### config.mk
export PLATFORM = sky130hd
export DESIGN_NAME = req_arbiter_flat
export DESIGN_NICKNAME = d
export VERILOG_FILES = /design/src/design/sdram_pkg.sv /design/src/design/host_pkg.sv /design/src/design/sdram_req_if.sv /design/src/design/req_arbiter.sv /design/src/flat_wrapper.sv
export SDC_FILE = /design/constraint.sdc
export NUM_CORES = 1
export LEC_CHECK = 0
export ABC_CLOCK_PERIOD_IN_PS = 2280
export BUFFER_PORTS_ARGS = -buffer_cell sky130_fd_sc_hd__buf_2
export CAP_MARGIN = 20
export CORE_AREA = 3 3 93 95
export DETAILED_ROUTE_END_ITERATION = 8
export DIE_AREA = 0 0 96 98
export PLACE_DENSITY_LB_ADDON = 0.25
export SYNTH_ARGS = -nofsm -noshare
export SYNTH_HDL_FRONTEND = slang
export SYNTH_SLANG_ARGS = --single-unit
export TNS_END_PERCENT = 100
### constraint.sdc
create_clock -name clk -period 2.28 [get_ports clk]
set_input_delay 0 -clock clk [delete_from_list [all_inputs] [get_ports clk]]
set_output_delay 0 -clock clk [all_outputs]
set_load 0.05 [all_outputs]
### src/design/sdram_pkg.sv
/*
 * SDR SDRAM pin protocol: command codes on {ras, cas, we}, pin widths and
 * load-mode field positions. Deselect (cs high) is decoded as cmd_idle.
 */
package sdram_pkg;

    localparam int ADDR_W = 13;
    localparam int BA_W   = 2;
    localparam int DQ_W   = 16;

    // load-mode address fields, 3 bits each
    localparam int MR_CL_LSB = 4;   // cas latency in cycles
    localparam int MR_BL_LSB = 0;   // log2 of burst length

    // {ras, cas, we}, all active low
    typedef enum logic [2:0] {
        cmd_idle      = 3'b111,
        cmd_active    = 3'b011,
        cmd_read      = 3'b101,
        cmd_write     = 3'b100,
        cmd_load_mode = 3'b000
    } sdram_cmd_e;

endpackage

### src/design/host_pkg.sv
/*
 * Host side definitions: operation code and identifiers of the two ports.
 */
package host_pkg;

    localparam int N_PORTS = 2;

    typedef logic [$clog2(N_PORTS)-1:0] port_id_t;

    localparam port_id_t PORT_0 = port_id_t'(0);
    localparam port_id_t PORT_1 = port_id_t'(1);

    typedef enum logic {
        op_read  = 1'b0,
        op_write = 1'b1
    } host_op_e;

endpackage

### src/design/sdram_req_if.sv
/*
 * One burst request from the arbiter to the controller. req is a level held
 * with stable fields until the single-cycle done; rdata is valid with done.
 */
`timescale 1ns/1ps

interface sdram_req_if #(
    parameter int BURST_LEN = 2,
    parameter int ROW_W     = 4,
    parameter int COL_W     = 4
);
    logic                                  req;
    host_pkg::host_op_e                    op;
    logic [sdram_pkg::BA_W-1:0]            bank;
    logic [ROW_W-1:0]                      row;
    logic [COL_W-1:0]                      col;
    logic [1:0]                            be;     // bit set = byte written
    logic [BURST_LEN*sdram_pkg::DQ_W-1:0]  wdata;  // beat 0 in the low word
    logic                                  done;
    logic [BURST_LEN*sdram_pkg::DQ_W-1:0]  rdata;

    modport arb  (output req, op, bank, row, col, be, wdata, input done, rdata);
    modport ctrl (input req, op, bank, row, col, be, wdata, output done, rdata);

endinterface

### src/design/req_arbiter.sv
/*
 * Round-robin arbiter for two host ports. A winner is latched only while the
 * request bus is idle and is held until done; port 0 wins the first tie.
 */
`timescale 1ns/1ps

module req_arbiter #(
    parameter int BURST_LEN = 2,
    parameter int ROW_W     = 4,
    parameter int COL_W     = 4
) (
    input  logic                                  clk,
    input  logic                                  cke,
    input  logic                                  p0_req,
    input  host_pkg::host_op_e                    p0_op,
    input  logic [sdram_pkg::BA_W-1:0]            p0_bank,
    input  logic [ROW_W-1:0]                      p0_row,
    input  logic [COL_W-1:0]                      p0_col,
    input  logic [1:0]                            p0_be,
    input  logic [BURST_LEN*sdram_pkg::DQ_W-1:0]  p0_wdata,
    input  logic                                  p1_req,
    input  host_pkg::host_op_e                    p1_op,
    input  logic [sdram_pkg::BA_W-1:0]            p1_bank,
    input  logic [ROW_W-1:0]                      p1_row,
    input  logic [COL_W-1:0]                      p1_col,
    input  logic [1:0]                            p1_be,
    input  logic [BURST_LEN*sdram_pkg::DQ_W-1:0]  p1_wdata,
    output logic                                  p0_done,
    output logic                                  p1_done,
    output logic [BURST_LEN*sdram_pkg::DQ_W-1:0]  p0_rdata,
    output logic [BURST_LEN*sdram_pkg::DQ_W-1:0]  p1_rdata,
    sdram_req_if.arb                              bus
);
    logic                busy;
    host_pkg::port_id_t  gnt;
    host_pkg::port_id_t  last_gnt;
    host_pkg::port_id_t  winner;

    always_comb begin
        if (p0_req && p1_req) begin
            winner = (last_gnt == host_pkg::PORT_0) ? host_pkg::PORT_1 : host_pkg::PORT_0;
        end else if (p1_req) begin
            winner = host_pkg::PORT_1;
        end else begin
            winner = host_pkg::PORT_0;
        end
    end

    always_ff @(posedge clk or negedge cke) begin
        if (!cke) begin
            busy     <= 1'b0;
            gnt      <= host_pkg::PORT_0;
            last_gnt <= host_pkg::PORT_1;   // so port 0 takes the first tie
        end else if (!busy && (p0_req || p1_req)) begin
            busy     <= 1'b1;
            gnt      <= winner;
            last_gnt <= winner;
        end else if (busy && bus.done) begin
            busy <= 1'b0;
        end
    end

    assign bus.req   = busy;
    assign bus.op    = (gnt == host_pkg::PORT_1) ? p1_op    : p0_op;
    assign bus.bank  = (gnt == host_pkg::PORT_1) ? p1_bank  : p0_bank;
    assign bus.row   = (gnt == host_pkg::PORT_1) ? p1_row   : p0_row;
    assign bus.col   = (gnt == host_pkg::PORT_1) ? p1_col   : p0_col;
    assign bus.be    = (gnt == host_pkg::PORT_1) ? p1_be    : p0_be;
    assign bus.wdata = (gnt == host_pkg::PORT_1) ? p1_wdata : p0_wdata;

    assign p0_done  = bus.done && (gnt == host_pkg::PORT_0);
    assign p1_done  = bus.done && (gnt == host_pkg::PORT_1);
    assign p0_rdata = (gnt == host_pkg::PORT_0) ? bus.rdata : '0;
    assign p1_rdata = (gnt == host_pkg::PORT_1) ? bus.rdata : '0;

endmodule

### src/flat_wrapper.sv
// flat-port wrapper written by rule: the top's interface ports become plain ports
module req_arbiter_flat 
#(
    parameter int BURST_LEN = 2,
    parameter int ROW_W     = 4,
    parameter int COL_W     = 4
)
  (clk, cke, p0_req, p0_op, p0_bank, p0_row, p0_col, p0_be, p0_wdata, p1_req, p1_op, p1_bank, p1_row, p1_col, p1_be, p1_wdata, p0_done, p1_done, p0_rdata, p1_rdata, bus_req, bus_op, bus_bank, bus_row, bus_col, bus_be, bus_wdata, bus_done, bus_rdata);
  sdram_req_if #(.BURST_LEN(BURST_LEN), .ROW_W(ROW_W), .COL_W(COL_W)) bus_i ();
  input  logic clk;
  input  logic cke;
  input  logic p0_req;
  input  host_pkg::host_op_e p0_op;
  input  logic [sdram_pkg::BA_W-1:0] p0_bank;
  input  logic [ROW_W-1:0] p0_row;
  input  logic [COL_W-1:0] p0_col;
  input  logic [1:0] p0_be;
  input  logic [BURST_LEN*sdram_pkg::DQ_W-1:0] p0_wdata;
  input  logic p1_req;
  input  host_pkg::host_op_e p1_op;
  input  logic [sdram_pkg::BA_W-1:0] p1_bank;
  input  logic [ROW_W-1:0] p1_row;
  input  logic [COL_W-1:0] p1_col;
  input  logic [1:0] p1_be;
  input  logic [BURST_LEN*sdram_pkg::DQ_W-1:0] p1_wdata;
  output logic p0_done;
  output logic p1_done;
  output logic [BURST_LEN*sdram_pkg::DQ_W-1:0] p0_rdata;
  output logic [BURST_LEN*sdram_pkg::DQ_W-1:0] p1_rdata;
  output wire logic [$bits(bus_i.req)-1:0] bus_req;
  output wire logic [$bits(bus_i.op)-1:0] bus_op;
  output wire logic [$bits(bus_i.bank)-1:0] bus_bank;
  output wire logic [$bits(bus_i.row)-1:0] bus_row;
  output wire logic [$bits(bus_i.col)-1:0] bus_col;
  output wire logic [$bits(bus_i.be)-1:0] bus_be;
  output wire logic [$bits(bus_i.wdata)-1:0] bus_wdata;
  input wire logic [$bits(bus_i.done)-1:0] bus_done;
  input wire logic [$bits(bus_i.rdata)-1:0] bus_rdata;
  assign bus_req = bus_i.req;
  assign bus_op = bus_i.op;
  assign bus_bank = bus_i.bank;
  assign bus_row = bus_i.row;
  assign bus_col = bus_i.col;
  assign bus_be = bus_i.be;
  assign bus_wdata = bus_i.wdata;
  assign bus_i.done = bus_done;
  assign bus_i.rdata = bus_rdata;
  req_arbiter #(.BURST_LEN(BURST_LEN), .ROW_W(ROW_W), .COL_W(COL_W)) u_core (.clk(clk), .cke(cke), .p0_req(p0_req), .p0_op(p0_op), .p0_bank(p0_bank), .p0_row(p0_row), .p0_col(p0_col), .p0_be(p0_be), .p0_wdata(p0_wdata), .p1_req(p1_req), .p1_op(p1_op), .p1_bank(p1_bank), .p1_row(p1_row), .p1_col(p1_col), .p1_be(p1_be), .p1_wdata(p1_wdata), .p0_done(p0_done), .p1_done(p1_done), .p0_rdata(p0_rdata), .p1_rdata(p1_rdata), .bus(bus_i));
endmodule
-- Word-level counts from Yosys, hierarchy flattened
Cells that the tools add are included.
Widths: inputs -> output; s select.
- muxes and demuxes: 13
- bitwise gates (word level): 1
- reduce and logical (&&, ||, !) cells: 8
- operator list (kind ; count):
    $mux 32 ; 3
    $mux 4 ; 2
    $mux 1 ; 6
    $logic_and 1x1->1 ; 5
    $mux 2 ; 2
    $reduce_bool 2->1 ; 1
    $logic_not 1->1 ; 1
    $logic_or 1x1->1 ; 1
    $not 1->1 ; 1
- flip-flop bits (word level): 3
- input port bits: 127
- output and inout bits: 112
- word-level logic and storage cells: 25

-- Logic depth before layout (Yosys ltp)
- word-level depth: 3
- gate-level depth with buffers: 3
- depth with buffers taken out: 2

-- Worst setup path after synthesis
Ideal clock, no wire load.
- path kind: register to output
- from: register u_core.gnt
- to: output port p0_rdata[10] in the netlist's numbering
- arrival: 1406 ps
- data required time: 2280 ps
- path slack: 874 ps
- stages on the path, launching flop included: 4
- path buffers: 2
- cell sequence: dfrtp_1 buf_4 buf_2 nor2b_1
- longest elaborated chain between the ends: 1
- ends and longest elaborated chain (item ; RTL line ; RTL):
    start, declared ; req_arbiter.sv:35 ; host_pkg::port_id_t gnt;
    start signal, assigned ; req_arbiter.sv:52 ; gnt <= host_pkg::PORT_0;
    start signal, assigned ; req_arbiter.sv:56 ; gnt <= winner;
    $mux 32 ; req_arbiter.sv:73 ; assign p0_rdata = (gnt == host_pkg::PORT_0) ? bus.rdata : '0;
    end, declared ; flat_wrapper.sv:28 ; output logic [BURST_LEN*sdram_pkg::DQ_W-1:0] p0_rdata;
Every way passes these cells.

-- Worst setup path in the final report
- from: register u_core.gnt
- to: output port bus_wdata[31]
- longest elaborated chain between the ends: 1
- ends and longest elaborated chain (item ; RTL line ; RTL):
    $mux 32 ; req_arbiter.sv:69 ; assign bus.wdata = (gnt == host_pkg::PORT_1) ? p1_wdata : p0_wdata;
    end, declared ; flat_wrapper.sv:36 ; output wire logic [$bits(bus_i.wdata)-1:0] bus_wdata;
Every way passes these cells.

==> results.toml <==
[grt]
grt_overflow_total = 0
antenna_found_initial = 0
grt_pass1_vias = 1642
grt_pass1_wl_um = 7670
grt_max_degree = 50
grt_usage_pct = 10.0

[cts]
cts_tree = "yes"
cts_setup_buffers = 0
cts.clk_slew.worst_paths_ns = 0.03
cts_root_buf = "clkbuf_8"
cts_made_buffers = 3
cts_resized = 0
htreeDepth = 1
cts.sinks = 3
clk_path_buf_depth = 2
clkLatencyLatePin_ns = 0.21

[finish]
synthToLayoutAreaGrowth_pct = 120
stdcell_count = 469
diodes = 0
final_nets = 495
design_area_um2 = 2450
drive_gt1_share_pct = 76.3

[hold_path]
min_to = "u_core.bus.req"
min_path_cells = 2
worst_hold_startpoint = "bus_done"
hp-class = "in -> reg"

[power_and_ir_drop]
leakagePower_nw = 1.43
seq_power_share_pct = 5.6
power_switching_mw = 1.68
powerDensity_nw_per_um2 = 998
clock_power_share_pct = 6.1
p_sw_share_pct = 68.5
p_int_uw = 771
p_comb_share_pct = 88.3
vdd_drop_max_mv = 0.318

[placement]
detailed_place_hpwl_um = 4860
place_ws_ns = 0.696
dp_cells = 464
placed_area_um2 = 2390
portBuffers = 238
gp_congestion = 0.706

[worst_setup_path]
r2r_end = "u_core.gnt"
r2r_slack_ns = 1.24
critPathMaxFanout = 42
r2r_start = "u_core.gnt"
required_ns = 2.28
crit_arrival_ns = 1.79
critPathLaunchType = "flip-flop"
path_class = "reg -> out"
end_kind = "primary output"
worstRegToRegCells = 1

[sta]
rsz0062_at_grt = "false"
relSlewSlack_pct = 71.8
fin_crit_sh_pct = 78.6
hold_slack_ns = -0.00346
finalMaxSlewViolations = 0
min_period_ns = 1.79
finalSetupTns_ns = 0
finalSetupViolations = 0
tightestPinTransition_ns = 0.424
setup_slack_ns = 0.489
skew_ns = 0.000898
max_freq_mhz = 558
final_hold_viol_count = 1

[floorplanning]
ios = 239
initial_core_util_pct = 14.3
rows = 32
die-area_um2 = 9410
die_x_um = 96
die_h_um = 98
core_area_um2 = 7810

[flow_run]
cap_violations = 0

[drt]
dr.pass1.iters = 4
vias = 1805
ant_nets = 0
drt_drc_violations_left = 0
dr.first_iter.drc_count = 22
routedWlPerCell_um = 11.6
wirelength_um = 5430
avgViaCountPerCell = 3.85

[yosys]
syn_area_per_cell_um2 = 8.33
syn_area_um2 = 1120
synth.distinct_cells = 18
syn-num-nets = 261
ys.warnings.count = 0
synth_seq_cells = 3
syn_inst = 134
seq_area_frac_synth_pct = 6.84

[run_status]
outcome = "complete, but fails checks"
violations = "hold timing"
## power by group through the flow
stage | Sequential (mW) | Clock, mW | Combinational, mW
floorplan | 0.0874 | 0 | 1.77
global placement | 0.139 | 0 | 2.17
detailed placement | 0.140 | 0 | 2.17
CTS | 0.140 | 0.154 | 2.18
global route | 0.150 | 0.163 | 2.26
finish | 0.138 | 0.150 | 2.16
## how the worst max path moves through the flow
stage               slack, ns  cells past startpoint            end       start
finish                   0.49                      3  bus_wdata[31]  u_core.gnt
detailed placement       0.70                      3  bus_wdata[31]  u_core.gnt
global placement         0.71                      3   bus_wdata[2]  u_core.gnt
floorplan                0.87                      3   p0_rdata[10]  u_core.gnt
CTS                      0.46                      3  bus_wdata[31]  u_core.gnt
global route             0.37                      3  bus_wdata[30]  u_core.gnt
## synthesized netlist by cell type
master     n  area, um^2
buf_4      1        7.51
a21oi_1    1        5.00
mux2_2    35         394
nand2b_1   1        6.26
a21o_1     1        7.51
nor2b_1   33         206
nor3b_1    1        7.51
nand2_1    1        3.75
a32o_1     1        10.0
buf_2      6        30.0
inv_1      1        3.75
mux2_1    10         113
clkbuf_1   3        11.3
nor3_1     1        5.00
dfrtp_1    2        50.1
dfstp_2    1        26.3
and2_1    33         206
buf_6      2        22.5
## layout by cell type, fill, tap and decap left out
| master | synthesis | final |
|---|---|---|
| nor3_1 | 1 | 1 |
| a21oi_1 | 1 | 1 |
| nand2b_1 | 1 | 1 |
| a32o_1 | 1 | 1 |
| buf_2 | 6 | 238 |
| buf_4 | 1 | 1 |
| a21o_1 | 1 | 1 |
| dfrtp_1 | 2 | 1 |
| clkbuf_1 | 3 | 1 |
| dlygate4sd3_1 | 0 | 1 |
| dfstp_2 | 1 | 1 |
| mux2_1 | 10 | 10 |
| buf_12 | 0 | 1 |
| nor2b_1 | 33 | 33 |
| and2_1 | 33 | 33 |
| nand2_1 | 1 | 1 |
| clkbuf_8 | 0 | 3 |
| inv_1 | 1 | 1 |
| mux2_2 | 35 | 35 |
| dfrtp_4 | 0 | 1 |
| nor3b_1 | 1 | 1 |
## layer usage
| metal | GRT usage, % | vias to the layer above | share of wire (%) |
|---|---|---|---|
| met4 | 1.97 | 0 | 0 |
| met2 | 20.3 | 118 | 55 |
| li1 | - | 910 | - |
| met1 | 10.1 | 777 | 34 |
| met3 | 1.85 | 0 | 11 |
| met5 | 0 | - | 0 |
## critical path, stage by stage (launching register included)
cell and delay [ns]:
dfrtp_4 0.68, buf_4 0.32, mux2_2 0.35, buf_2 0.21
## stage by stage
stage / util [%] / total power [mW] / hold slack (ns)
floorplan: - / 1.85 / -0.296
global placement: 30.7 / 2.31 / -0.202
detailed placement: 30.7 / 2.31 / -0.203
CTS: 31.4 / 2.47 / 0.000134
global route: 31.4 / 2.58 / 0.0150
finish: 31.4 / 2.45 / -0.00346
## layout make-up
class / count / area [um^2]
multi-input cells: 118 / 965
fillers: 854 / 5360
well taps: 102 / 128
inverters: 1 / 3.75
clock buffers: 4 / 45.0
repair buffers: 241 / 1230
flip-flops and latches: 3 / 80.1
## flip-flops by register name, indices dropped and copies added (netlist names)
name	cells
u_core.last_gnt	1
u_core.bus.req	1
u_core.gnt	1
## logic make-up (layout without fill, tap and decap cells)
logic type | Yosys count | in the layout | synth area share, %
and+or+nand+nor | 70 | 70 | 39.0
muxes | 45 | 45 | 45.4
buffers and inverters | 13 | 246 | 6.73
AOI/OAI and AO/OA | 3 | 3 | 2.02
DFF | 3 | 3 | 6.84
## timing repair
| item | CTS | global route |
|---|---|---|
| endpoints found under the setup margin | 0 | 0 |
| hold endpoints to repair | 3 | 0 |
| hold buffers | 1 | 0 |
Note: power is estimated with default switching activity, not from simulation.
